==> src/hw/isaPkg.sv <==
package isaPkg;

	// one fetched instruction as held in the instruction register
	typedef logic [31:0] instrWord;

	// position of the class field inside the instruction
	localparam int classLsb = 25;
	localparam int classMsb = 27;

	// data processing uses this bit as S, branches use it as L
	localparam int sBitPos = 20;

	// raw class field as it sits in bits 27..25
	typedef logic [classMsb-classLsb:0] classCode;

	// instruction classes the control unit tells apart
	// codes 4 and 6 have no class of their own and fold into other
	typedef enum logic [2:0] {
		dpShifter   = 3'd0,
		dpImmediate = 3'd1,
		lsImmediate = 3'd2,
		lsRegister  = 3'd3,
		branch      = 3'd5,
		other       = 3'd7
	} instrClass;

endpackage

==> src/hw/ctrlPkg.sv <==
package ctrlPkg;

	// sequencer states, numbered as in the original state chart
	typedef enum logic [3:0] {
		reset        = 4'd0,
		fetchAddr    = 4'd1,
		fetchInc     = 4'd2,
		fetchWait    = 4'd3,
		decode       = 4'd4,
		dpImmExec    = 4'd5,
		dpImmWrite   = 4'd6,
		dpShiftExec  = 4'd7,
		branchTarget = 4'd8,
		branchAdd    = 4'd9,
		branchLink   = 4'd10,
		branchCommit = 4'd11
	} ctrlState;

	// datapath select fields
	typedef logic [1:0] muxSel2;
	typedef logic [2:0] muxSel3;
	typedef logic [5:0] shiftSel;
	typedef logic [4:0] aluOpcode;
	typedef logic [2:0] shiftType;

	// memory access size, 2 selects a full word
	typedef logic [1:0] dataType;

	// what the decoder tells the sequencer and the word generator
	typedef struct packed {
		isaPkg::instrClass cls;
		logic              setFlags;
		logic              link;
	} decodedInstr;

	// everything the datapath needs for one cycle
	typedef struct packed {
		logic     ldRf;
		logic     ldIr;
		logic     ldMar;
		logic     ldFr;
		logic     clr;
		logic     rw;
		logic     mov;
		logic     md;
		logic     mh;
		logic     aluEn;
		dataType  typeData;
		muxSel2   maSel;
		muxSel2   mbSel;
		muxSel2   mfSel;
		muxSel2   miSel;
		muxSel2   mjSel;
		muxSel3   mcSel;
		shiftType shType;
		shiftSel  shSel;
		aluOpcode aluOp;
	} controlWord;

endpackage

==> src/hw/instrDecoder.sv <==
`timescale 1ns/1ps

module instrDecoder
(
	input  isaPkg::instrWord    ir,
	output ctrlPkg::decodedInstr dec
);

	isaPkg::classCode code;

	assign code = ir[isaPkg::classMsb:isaPkg::classLsb];

	always_comb
	begin
		dec = '0;

		case (code)
			3'd0:
			begin
				dec.cls = isaPkg::dpShifter;
			end
			3'd1:
			begin
				dec.cls = isaPkg::dpImmediate;
			end
			3'd2:
			begin
				dec.cls = isaPkg::lsImmediate;
			end
			3'd3:
			begin
				dec.cls = isaPkg::lsRegister;
			end
			3'd5:
			begin
				dec.cls = isaPkg::branch;
			end
			// 4, 6 and 7 are not handled by this unit
			default:
			begin
				dec.cls = isaPkg::other;
			end
		endcase

		// same bit, read as S or as L depending on the class
		dec.setFlags = ir[isaPkg::sBitPos];
		dec.link     = ir[isaPkg::sBitPos];
	end

endmodule

==> src/hw/controlSequencer.sv <==
`timescale 1ns/1ps

module controlSequencer
(
	input  logic                 CLK,
	input  logic                 arstN,
	input  ctrlPkg::decodedInstr dec,
	input  logic                 cond,
	input  logic                 moc,
	output ctrlPkg::ctrlState    state
);

	ctrlPkg::ctrlState nextState;

	always_ff @(posedge CLK or negedge arstN)
	begin
		if (!arstN)
		begin
			state <= ctrlPkg::reset;
		end
		else
		begin
			state <= nextState;
		end
	end

	// pick the first execute state of the decoded instruction
	function automatic ctrlPkg::ctrlState dispatch(ctrlPkg::decodedInstr d);
		ctrlPkg::ctrlState target;

		case (d.cls)
			isaPkg::dpImmediate:
			begin
				target = ctrlPkg::dpImmExec;
			end
			isaPkg::dpShifter:
			begin
				target = ctrlPkg::dpShiftExec;
			end
			isaPkg::branch:
			begin
				// link first saves the return address, then the plain branch
				target = d.link ? ctrlPkg::branchLink : ctrlPkg::branchTarget;
			end
			// loads, stores and the rest go straight back to fetch
			default:
			begin
				target = ctrlPkg::fetchAddr;
			end
		endcase

		return target;
	endfunction

	always_comb
	begin
		case (state)
			ctrlPkg::reset:
			begin
				nextState = ctrlPkg::fetchAddr;
			end
			ctrlPkg::fetchAddr:
			begin
				nextState = ctrlPkg::fetchInc;
			end
			ctrlPkg::fetchInc:
			begin
				nextState = ctrlPkg::fetchWait;
			end
			ctrlPkg::fetchWait:
			begin
				// hold until memory reports the word is there
				nextState = moc ? ctrlPkg::decode : ctrlPkg::fetchWait;
			end
			ctrlPkg::decode:
			begin
				if (!cond)
				begin
					nextState = ctrlPkg::fetchAddr;
				end
				else
				begin
					nextState = dispatch(dec);
				end
			end
			ctrlPkg::dpImmExec:
			begin
				nextState = ctrlPkg::dpImmWrite;
			end
			ctrlPkg::branchLink:
			begin
				nextState = ctrlPkg::branchTarget;
			end
			ctrlPkg::branchTarget:
			begin
				nextState = ctrlPkg::branchAdd;
			end
			ctrlPkg::branchAdd:
			begin
				nextState = ctrlPkg::branchCommit;
			end
			// dpImmWrite, dpShiftExec, branchCommit end the instruction
			default:
			begin
				nextState = ctrlPkg::fetchAddr;
			end
		endcase
	end

endmodule

==> src/hw/controlWordGen.sv <==
`timescale 1ns/1ps

module controlWordGen
(
	input  ctrlPkg::ctrlState    state,
	input  ctrlPkg::decodedInstr dec,
	output ctrlPkg::controlWord  ctrl
);

	always_comb
	begin
		ctrl = '0;

		case (state)
			ctrlPkg::reset:
			begin
				ctrl.clr = 1'b1;
			end

			// pc to mar through the alu pass
			ctrlPkg::fetchAddr:
			begin
				ctrl.ldMar = 1'b1;
				ctrl.maSel = 2'd2;
				ctrl.md    = 1'b1;
				ctrl.aluOp = 5'd16;
			end

			// start the word read and bump pc
			ctrlPkg::fetchInc:
			begin
				ctrl.ldRf     = 1'b1;
				ctrl.rw       = 1'b1;
				ctrl.mov      = 1'b1;
				ctrl.typeData = 2'd2;
				ctrl.maSel    = 2'd2;
				ctrl.mcSel    = 3'd3;
				ctrl.md       = 1'b1;
				ctrl.aluOp    = 5'd17;
			end

			// keep the read going and catch the word in ir
			ctrlPkg::fetchWait:
			begin
				ctrl.ldIr     = 1'b1;
				ctrl.rw       = 1'b1;
				ctrl.mov      = 1'b1;
				ctrl.typeData = 2'd2;
			end

			ctrlPkg::decode:
			begin
				ctrl = '0;
			end

			ctrlPkg::dpImmExec:
			begin
				ctrl.ldRf   = 1'b1;
				ctrl.mbSel  = 2'd1;
				ctrl.mcSel  = 3'd4;
				ctrl.mfSel  = 2'd3;
				ctrl.md     = 1'b1;
				ctrl.aluEn  = 1'b1;
				ctrl.shType = 3'd1;
				ctrl.aluOp  = 5'd19;
			end

			// flags only load when the S bit asks for it
			ctrlPkg::dpImmWrite:
			begin
				ctrl.ldRf   = 1'b1;
				ctrl.miSel  = 2'd2;
				ctrl.mjSel  = 2'd1;
				ctrl.shType = 3'd4;
				ctrl.ldFr   = dec.setFlags;
			end

			ctrlPkg::dpShiftExec:
			begin
				ctrl.ldRf  = 1'b1;
				ctrl.mbSel = 2'd1;
				ctrl.mh    = 1'b1;
				ctrl.miSel = 2'd1;
				ctrl.ldFr  = dec.setFlags;
			end

			ctrlPkg::branchTarget:
			begin
				ctrl.ldRf   = 1'b1;
				ctrl.ldFr   = 1'b1;
				ctrl.mbSel  = 2'd1;
				ctrl.mcSel  = 3'd4;
				ctrl.md     = 1'b1;
				ctrl.mfSel  = 2'd3;
				ctrl.miSel  = 2'd2;
				ctrl.mjSel  = 2'd2;
				ctrl.aluEn  = 1'b1;
				ctrl.shType = 3'd4;
				ctrl.aluOp  = 5'd19;
			end

			// offset add into pc, issued twice
			ctrlPkg::branchAdd,
			ctrlPkg::branchCommit:
			begin
				ctrl.ldRf   = 1'b1;
				ctrl.maSel  = 2'd2;
				ctrl.mbSel  = 2'd1;
				ctrl.mcSel  = 3'd3;
				ctrl.md     = 1'b1;
				ctrl.miSel  = 2'd2;
				ctrl.mjSel  = 2'd1;
				ctrl.shType = 3'd5;
				ctrl.shSel  = 6'd4;
				ctrl.aluOp  = 5'd4;
			end

			// copy pc into the link register
			ctrlPkg::branchLink:
			begin
				ctrl.ldRf  = 1'b1;
				ctrl.maSel = 2'd3;
				ctrl.mcSel = 3'd2;
				ctrl.md    = 1'b1;
				ctrl.mjSel = 2'd1;
				ctrl.shSel = 6'd4;
				ctrl.aluOp = 5'd16;
			end

			default:
			begin
				ctrl = '0;
			end
		endcase
	end

endmodule

==> src/hw/armControlTop.sv <==
`timescale 1ns/1ps

module armControlTop
(
	input  logic                CLK,
	input  logic                arstN,
	input  isaPkg::instrWord    ir,
	input  logic                cond,
	input  logic                moc,
	output ctrlPkg::controlWord ctrl
);

	ctrlPkg::decodedInstr dec;
	ctrlPkg::ctrlState    state;

	instrDecoder decoder
	(
		.ir  (ir),
		.dec (dec)
	);

	controlSequencer sequencer
	(
		.CLK   (CLK),
		.arstN (arstN),
		.dec   (dec),
		.cond  (cond),
		.moc   (moc),
		.state (state)
	);

	controlWordGen wordGen
	(
		.state (state),
		.dec   (dec),
		.ctrl  (ctrl)
	);

endmodule

==> config.mk <==
export PLATFORM = sky130hd
export DESIGN_NAME = armControlTop
export DESIGN_NICKNAME = d
export VERILOG_FILES = /design/src/hw/isaPkg.sv /design/src/hw/ctrlPkg.sv /design/src/hw/instrDecoder.sv /design/src/hw/controlSequencer.sv /design/src/hw/controlWordGen.sv /design/src/hw/armControlTop.sv
export SDC_FILE = /design/constraint.sdc
export NUM_CORES = 1
export LEC_CHECK = 0
export ABC_AREA = 0
export BUFFER_PORTS_ARGS = -buffer_cell sky130_fd_sc_hd__buf_2
export CORE_MARGIN = 5
export CORE_UTILIZATION = 30
export CTS_BUF_LIST = sky130_fd_sc_hd__clkbuf_4 sky130_fd_sc_hd__clkbuf_8
export CTS_CLUSTER_DIAMETER = 40
export DETAILED_ROUTE_END_ITERATION = 16
export PLACE_DENSITY = 0.71
export SYNTH_ARGS = -nofsm -noshare
export SYNTH_HDL_FRONTEND = slang
export SYNTH_SLANG_ARGS = --single-unit
==> constraint.sdc <==
create_clock -name CLK -period 1.3 [get_ports CLK]
set_input_delay 0.13 -clock CLK [delete_from_list [all_inputs] [get_ports CLK]]
set_output_delay 0.13 -clock CLK [all_outputs]
set_load 0.01 [all_outputs]
==> flow_summary.toml, run 1 <==
[setup_path]
slowest_stage = "dfrtp_2"
critPathLaunchType = "register"
worst-setup-path-type = "register to output pin"
path_max_fanout = 7
crit_required_ps = 1170
crit_arrival_ps = 1410
rrSetupSlack_ps = 40
crit_chain = "and2b_2 -> mux2i_4 -> o32ai_2 -> buf_2"
endpoint_kind = "output pin"
cp_slowest_stage_delay_ps = 440

[floorplan]
die_width_um = 58.2
initial_core_util_pct = 31.4
dieArea_mm2 = 0.00338
die_y_um = 58.2
coreArea_mm2 = 0.00221
io_pins = 75
rows = 17

[route]
viasPerCell = 4.76
drc_errors = 0
drt-wirelength-per-cell_um = 13.9
dr.pass1.iters = 4
detail-route-antenna-nets = 0
drt_iter0_markers = 19
dr_total_vias = 848
wirelength_um = 2480

[yosys]
syn_inst = 92
yosysWarnings = 0
netlist.area_leader.share_pct = 18.3
synth-seq-cells = 4
synthMuxAreaShare_pct = 4.68
synth_area_leaders = "buf_4, dfrtp_1, o21ai_0"
syn_area_um2 = 696
synth_edf_count = 0
yosysMostFrequentCell = "buf_4"
syn_avg_cell_area_um2 = 7.56
synth_top_family_by_area = "simple AND/OR/NAND/NOR gates"
ys_seq_area_share_pct = 14.4
synth-xor-area-share_pct = 0
yosysUniqueCellTypes = 37
synth_top_area_cell = "buf_4"
synth-simple-area-share_pct = 38.3
synth_fa_ha_area_share_pct = 0
async_reset_ff_share_pct = 100
synth-main-ff-cell = "dfrtp_1"
netlist_top_cells_count = "buf_4, nand2_1, nor2_1"
synth_compound_area_share_pct = 17.6

[cts]
cts_tree = "yes"
worst_skew_pair.late_latency_ps = 250
cts.sinks = 4
cts_buffers = 3
cts_root_buf = "clkbuf_4"
clkSlewWorstSetupHoldPaths_ps = 40
clk_path_buf_depth = 2
h-tree-depth = 1

[placement]
place_area_um2 = 912
portBuffers = 37
gp_congestion = 0.830
hpwl_um = 1640

[timing]
fin_crit_sh_pct = 118
setup_viol = 30
rsz0062_at_grt = "true"
fin_crit_ps = 1540
fmax_ghz = 0.649
hold_violations = 0
worst_slack_ps = -240
slew_violations = 0
finClkSkew_ps = 7.91

[global_route]
grt-ovfl-total = 0
grt_use_total_pct = 13.6
grt_max_degree = 11
grt_pass1_vias = 783
antenna_found_initial = 0
grt_pass1_wl_um = 3550

[pwr]
p_clk_share_pct = 6.1
switching_power_w = 0.00129
netSwitchingFraction_pct = 46.7
leakagePower_nw = 0.664
seqPwrFrac_pct = 9.4
peakVddDrop_mv = 1.05
power_frac_comb_pct = 84.4
p_int_w = 0.00148
power.total_w = 0.00277
power.density_mw_per_mm2 = 2180

[final_layout]
area_growth_pct = 82.4
final_cell_area_mm2 = 0.00127
largest_register_ffs = 4
antenna_cells = 0
drive_above_1_share_pct = 69.3
finish.utilization_pct = 57.4
layout.nets = 188
fill_cells = 210
regMostFlops = "sequencer.state"
largestRegisters = "sequencer.state (4)"

[worst_hold_path]
hp-class = "input port to register"

[status]
violations = "setup timing"
status = "finished with violations"

[flow_run]
max-cap-violations = 0
[critical path: cells and delay by family (launching register included)]
family                 cells  cell delay, ps
flip-flops                 1             440
AND/OR/NAND/NOR            1             260
multiplexers               1             200
buffers and inverters      1             150
AO/OA/AOI/OAI              1             100
[through the flow]
stage	hold WS [ps]	setup WS (ps)	TNS, ps	std cells
final	137	-240	-4100	178
after global routing	166	-309	-6030	178
after floorplan	-166	24.9	0	100
after CTS	137	-231	-3660	172
after detailed placement	-65.9	-48.3	-236	161
after global placement	-67.2	-24.3	-34.3	161
[metal layers]
metal / up-vias / GRT usage (%) / wire (um)
li1: 410 / - / -
met1: 391 / 15.9 / 882
met2: 41 / 23.7 / 1340
met3: 6 / 2.00 / 216
met4: 0 / 7.62 / 45
met5: - / 0 / 0
[cell usage in the layout (no fill, tap or decap), drive strengths merged, types with 2 or more instances in the layout]
master  instances
nand2b          5
nor2b           3
nor3            5
buf            67
dfrtp           4
and2            2
and2b           4
clkbuf          3
a21oi           2
o21ai           8
nand2           8
and3            3
conb            9
nor2           10
mux2i           2
[power groups by stage]
stage	Combinational (W)	Clock (W)	Sequential (W)
finish	0.00234	0.000170	0.000261
floorplan	0.00115	0	0.000185
global placement	0.00149	0	0.000301
CTS	0.00200	0.000169	0.000246
detailed placement	0.00153	0	0.000307
global route	0.00249	0.000183	0.000276
[final timing paths]
kind                                    start            endpoint  depth (start not counted)
min                                    ir[27]  sequencer.state[2]                          2
min reg2reg                sequencer.state[2]  sequencer.state[1]                          2
max                        sequencer.state[3]             ctrl[0]                          4
max reg2reg                sequencer.state[1]  sequencer.state[0]                          6
min in group asynchronous               arstN  sequencer.state[3]                          2
max in group asynchronous               arstN  sequencer.state[0]                          2
[cells by family (layout without fill, tap and decap cells)]
group           count (synthesis)  after routing
compound gates                 19             19
buf+inv                        22             72
flops                           4              4
mux                             2              2
other cells                     1              9
simple gates                   44             44
[cell type report]
cell class / count / area [um^2] / area share (%)
Clock buffer: 3 / 22.5 / 1.78
Inverter: 1 / 8.76 / 0.690
Multi-Input combinational cell: 74 / 587 / 46.3
Sequential cell: 4 / 105 / 8.28
Tap cell: 28 / 35.0 / 2.76
Timing Repair Buffer: 68 / 510 / 40.2
[what timing repair did]
action                                  CTS  global route
hold endpoints to repair                  4             0
endpoints found under the setup margin   31            32
pin swaps                                12             7
resized for setup                        34            20
gates cloned                              0             0
buffers inserted                          7             6
hold buffers                              1             0
(Power assumes the default switching activity.)
==> inputs of run 2 (changes only) <==
--- a/config.mk
+++ b/config.mk
@@ -12,7 +12,7 @@
 export CTS_BUF_LIST = sky130_fd_sc_hd__clkbuf_4 sky130_fd_sc_hd__clkbuf_8
 export CTS_CLUSTER_DIAMETER = 40
 export DETAILED_ROUTE_END_ITERATION = 16
-export PLACE_DENSITY = 0.71
+export PLACE_DENSITY = 0.76
 export SYNTH_ARGS = -nofsm -noshare
 export SYNTH_HDL_FRONTEND = slang
 export SYNTH_SLANG_ARGS = --single-unit
==> run 2 against run 1 <==
- critical endpoint unchanged
- non-clock buffer count is 7 lower
- the flow still finishes with violations (setup timing)
- clock skew is 6.7 ps lower
- critical path type unchanged
- final area is 6.9% lower
- count of clock-buffer cells in the layout stayed put
- first-iteration DRC count is 16% higher
==> flow_summary.toml, run 2 (synthesis gave the netlist of run 1 again) <==
[floorplan]
die_y_um = 58.2
die_width_um = 58.2
dieArea_mm2 = 0.00338
initial_core_util_pct = 31.4
io_pins = 75
rows = 17
coreArea_mm2 = 0.00221

[setup_path]
cp-startpoint = "sequencer.state[3]"
crit_chain = "and2b_2 -> mux2i_4 -> o32ai_2 -> buf_2"
cp_slowest_stage_delay_ps = 450
r2r_start = "sequencer.state[1]"
critPathLaunchType = "register"
worst-setup-path-type = "register to output pin"
crit_required_ps = 1170
path_max_fanout = 8
slowest_stage = "dfrtp_2"
r2r-end = "sequencer.state[2]"
endpoint_kind = "output pin"
crit_arrival_ps = 1400
rrSetupSlack_ps = 60
r2r_cells = 5

[route]
dr_total_vias = 818
drt_iter0_markers = 22
drt-wirelength-per-cell_um = 13.7
wirelength_um = 2340
drc_errors = 0
detail-route-antenna-nets = 0
viasPerCell = 4.78
dr.pass1.iters = 4

[timing]
worst_slack_ps = -225
fin_crit_sh_pct = 117
fin_crit_ps = 1530
finClkSkew_ps = 1.21
slew_violations = 0
setup_tns_ps = -3790
setup_viol = 29
fmax_ghz = 0.656
hold_violations = 0
rsz0062_at_grt = "true"

[placement]
hpwl_um = 1540
dp_slack_ps = -69.2
place_inst = 158
portBuffers = 37
place_area_um2 = 890
gp_congestion = 0.809

[cts]
h-tree-depth = 1
cts_buffers = 3
cts.sinks = 4
clkSlewWorstSetupHoldPaths_ps = 40
cts_tree = "yes"
worst_skew_pair.late_latency_ps = 230
cts_root_buf = "clkbuf_4"
clk_path_buf_depth = 2

[global_route]
grt-ovfl-total = 0
antenna_found_initial = 0
grt_pass1_vias = 689
grt_max_degree = 12
grt_pass1_wl_um = 3090
grt_use_total_pct = 11.6

[pwr]
power.density_mw_per_mm2 = 2200
peakVddDrop_mv = 0.932
leakagePower_nw = 0.625

[worst_hold_path]
worstHoldStart = "ir[27]"
min_to = "sequencer.state[2]"
hp-class = "input port to register"
worstHoldPathCells = 2

[final_layout]
finish.utilization_pct = 53.4
fill_cells = 196
regMostFlops = "sequencer.state"
largestRegisters = "sequencer.state (4)"
multi_input_area_um2 = 587
ff_latch_area_um2 = 105
final_common_cell = "buf_2"
largest_register_ffs = 4
final_cell_mix = "buf_2, buf_6, buf_4"
final_cell_count_no_fill = 171
area_growth_pct = 69.8
drive_above_1_share_pct = 68.5
final_cell_area_mm2 = 0.00118
antenna_cells = 0
layout.nets = 181

[flow_run]
max-cap-violations = 0

[status]
status = "finished with violations"
violations = "setup timing"
## run 2: changes by cell type in the layout (fill, tap and decap cells not counted), moves of 2 or more
cell,delta
buf_6,-4
o21ai_1,+2
o21ai_0,-2
nor2_2,-2
buf_4,-3
## run 2: power breakdown
part           internal, W  switching, W
sequential        0.000177     0.0000831
clock             0.000103     0.0000484
combinational      0.00109       0.00109
total              0.00137       0.00122
## run 2: what timing repair did
action,in CTS,in global routing
hold buffers,1,0
buffers inserted,6,3
resized for setup,29,22
setup endpoints to repair,30,30
pin swaps,8,3
endpoints found under the hold margin,4,0
## run 2: layout make-up
cell class                 count  area share [%]
inverter                       1           0.318
multi-input combinational     74            49.7
clock buffer                   3            1.91
timing repair buffer          61            36.2
sequential                     4            8.90
tap                           28            2.97
## run 2: stage by stage
step / hold WS, ps / power [W]
CTS: 157 / 0.00233
global route: 187 / 0.00275
global placement: -65.3 / 0.00176
finish: 155 / 0.00260
floorplan: -166 / 0.00134
detailed placement: -65.3 / 0.00179
## run 2: worst max-delay path, delay by kind of cell (launching register included)
family	cells	cell delay [ps]
DFF	1	450
and+or+nand+nor	1	260
muxes	1	200
buffers and inverters	1	150
AOI/OAI and AO/OA	1	100
## run 2: how the worst max path moves through the flow
| stage | end | slack [ps] | depth (start not counted) |
|---|---|---|---|
| 6_report | ctrl[0] | -230 | 4 |
| 5_1_grt | ctrl[0] | -270 | 4 |
| 4_1_cts | ctrl[0] | -210 | 4 |
| 3_5_place_dp | ctrl[32] | -70 | 3 |
| 3_3_place_gp | ctrl[36] | -40 | 3 |
| 2_1_floorplan | ctrl[22] | 20 | 4 |
## run 2: routing by layer
layer	track usage [%]	wire length, um	up-vias
met1	14.6	889	376
met3	0.445	189	4
li1	-	-	394
met5	0	0	-
met2	20.0	1220	44
met4	5.96	43	0
==> inputs of run 3 (changes only) <==
==> constraint.sdc (replaced) <==
create_clock -name CLK -period 1.8 [get_ports CLK]
set_input_delay 0.18 -clock CLK [delete_from_list [all_inputs] [get_ports CLK]]
set_output_delay 0.18 -clock CLK [all_outputs]
set_load 0.01 [all_outputs]
==> run 3 against run 2 <==
- count of clock-buffer cells in the layout stayed put
- core utilization down 15 points
- register-to-register slack better by 440 ps
- highest routed layer unchanged
- critical path depth did not move
- global-route usage down 1.3 points
- via count decreased by 13%
- the run now ends clean
- combinational power fell by 57%
- flip-flop and latch count stayed put
- largest cell class unchanged
- clock skew about the same
- final area decreased by 28%
- first-iteration DRC count shrank 9.1%
- power fell by 50%
==> flow_summary.toml, run 3 (synthesis gave the netlist of run 1 again) <==
[status]
status = "completed"

[pwr]
peakVddDrop_mv = 0.577
leakagePower_nw = 0.471
power.density_mw_per_mm2 = 1520

[final_layout]
area_growth_pct = 21.4
fill_cells = 241
final_common_cell = "buf_2"
final_cell_mix = "buf_2, conb_1, nor2_1, nand2_1, o21ai_0"
regMostFlops = "sequencer.state"
antenna_cells = 0
largest_register_ffs = 4
largestRegisters = "sequencer.state (4)"
final_cell_count_no_fill = 152
layout.nets = 162
drive_above_1_share_pct = 45.2

[timing]
hold_violations = 0
setup_tns_ps = 0
fmax_ghz = 0.599
fin_crit_sh_pct = 92.7
slew_violations = 0
fin_crit_ps = 1670
rsz0062_at_grt = "false"
setup_viol = 0
finClkSkew_ps = 1.11

[route]
detail-route-antenna-nets = 0
dr.pass1.iters = 4
drt-wirelength-per-cell_um = 12.0
drc_errors = 0
drt_iter0_markers = 20
viasPerCell = 4.70
wirelength_um = 1820
dr_total_vias = 714

[global_route]
grt-ovfl-total = 0
grt_pass1_wl_um = 2730
grt_pass1_vias = 643
grt_max_degree = 20
grt_use_total_pct = 10.3
antenna_found_initial = 0

[floorplan]
io_pins = 75
die_y_um = 58.2
rows = 17
dieArea_mm2 = 0.00338
coreArea_mm2 = 0.00221
die_width_um = 58.2
initial_core_util_pct = 31.4

[cts]
clk_path_buf_depth = 2
h-tree-depth = 1
cts_buffers = 3
cts_tree = "yes"
worst_skew_pair.late_latency_ps = 240
post-cts-setup-buffer-count = 0
clkSlewWorstSetupHoldPaths_ps = 40
cts.sinks = 4
cts_root_buf = "clkbuf_4"

[placement]
place_inst = 148
hpwl_um = 1510
gp_congestion = 0.841
portBuffers = 37

[setup_path]
crit_arrival_ps = 1490
critPathLaunchType = "register"
endpoint_kind = "output pin"
crit_required_ps = 1620
path_max_fanout = 10
rrSetupSlack_ps = 500
worst-setup-path-type = "register to output pin"

[flow_run]
max-cap-violations = 0

[worst_hold_path]
hp-class = "input port to register"
[run 3: cell count changes in the layout (fill, tap and decap cells not counted), sizes merged]
| cell | before | now |
|---|---|---|
| buf | 60 | 41 |
[run 3: layout make-up]
type | instances | area (um^2) | share of cell area [%]
tap | 28 | 35.0 | 4.15
inverter | 1 | 3.75 | 0.444
timing repair buffer | 42 | 225 | 26.7
clock buffer | 3 | 22.5 | 2.67
sequential | 4 | 103 | 12.1
multi-input combinational | 74 | 455 | 53.9
[run 3: routing by layer]
metal	vias to the layer above	routed length (um)	share of wire, %	GRT usage, %
li1	362	-	-	-
met1	312	716	39	12.4
met2	38	877	48	17.1
met3	2	201	11	1.11
met4	0	22	1.2	7.28
met5	-	0	0	0
[run 3: what timing repair did]
| item | CTS | global route |
|---|---|---|
| endpoints found under the setup margin | 0 | 14 |
| resized for setup | 0 | 2 |
| endpoints found under the hold margin | 4 | 0 |
| hold buffers | 1 | 0 |
[run 3: worst paths after layout]
check | startpoint | endpoint | cells past startpoint
max | sequencer.state[2] | ctrl[17] | 4
min | ir[25] | sequencer.state[3] | 3
max reg2reg | sequencer.state[1] | sequencer.state[2] | 4
max in group asynchronous | arstN | sequencer.state[3] | 2
min reg2reg | sequencer.state[1] | sequencer.state[1] | 3
min in group asynchronous | arstN | sequencer.state[1] | 2
[run 3: critical path, cell delays in order, from the launching register on]
cell,delay [ps]
dfrtp_1,500
and2b_1,290
and2_1,180
a21o_1,150
buf_2,130
[run 3: power by group]
part	switching, W	total (W)	internal [W]
logic	0.000516	0.000942	0.000427
registers	0.000107	0.000230	0.000123
clock network	0.0000392	0.000114	0.0000747
total	0.000662	0.00129	0.000625
[run 3: through the flow]
step                      total power, W  hold WS (ps)  worst slack (ps)  instance area (um^2)  util [%]
after floorplan                 0.000958          -116               361                   726         -
after global placement           0.00115         -18.4               319                   810      36.6
after detailed placement         0.00117         -13.8               298                   810      36.6
after CTS                        0.00130           217              26.8                   842      38.1
after global routing             0.00140           228              27.0                   845      38.2
final                            0.00129           229               131                   845      38.2
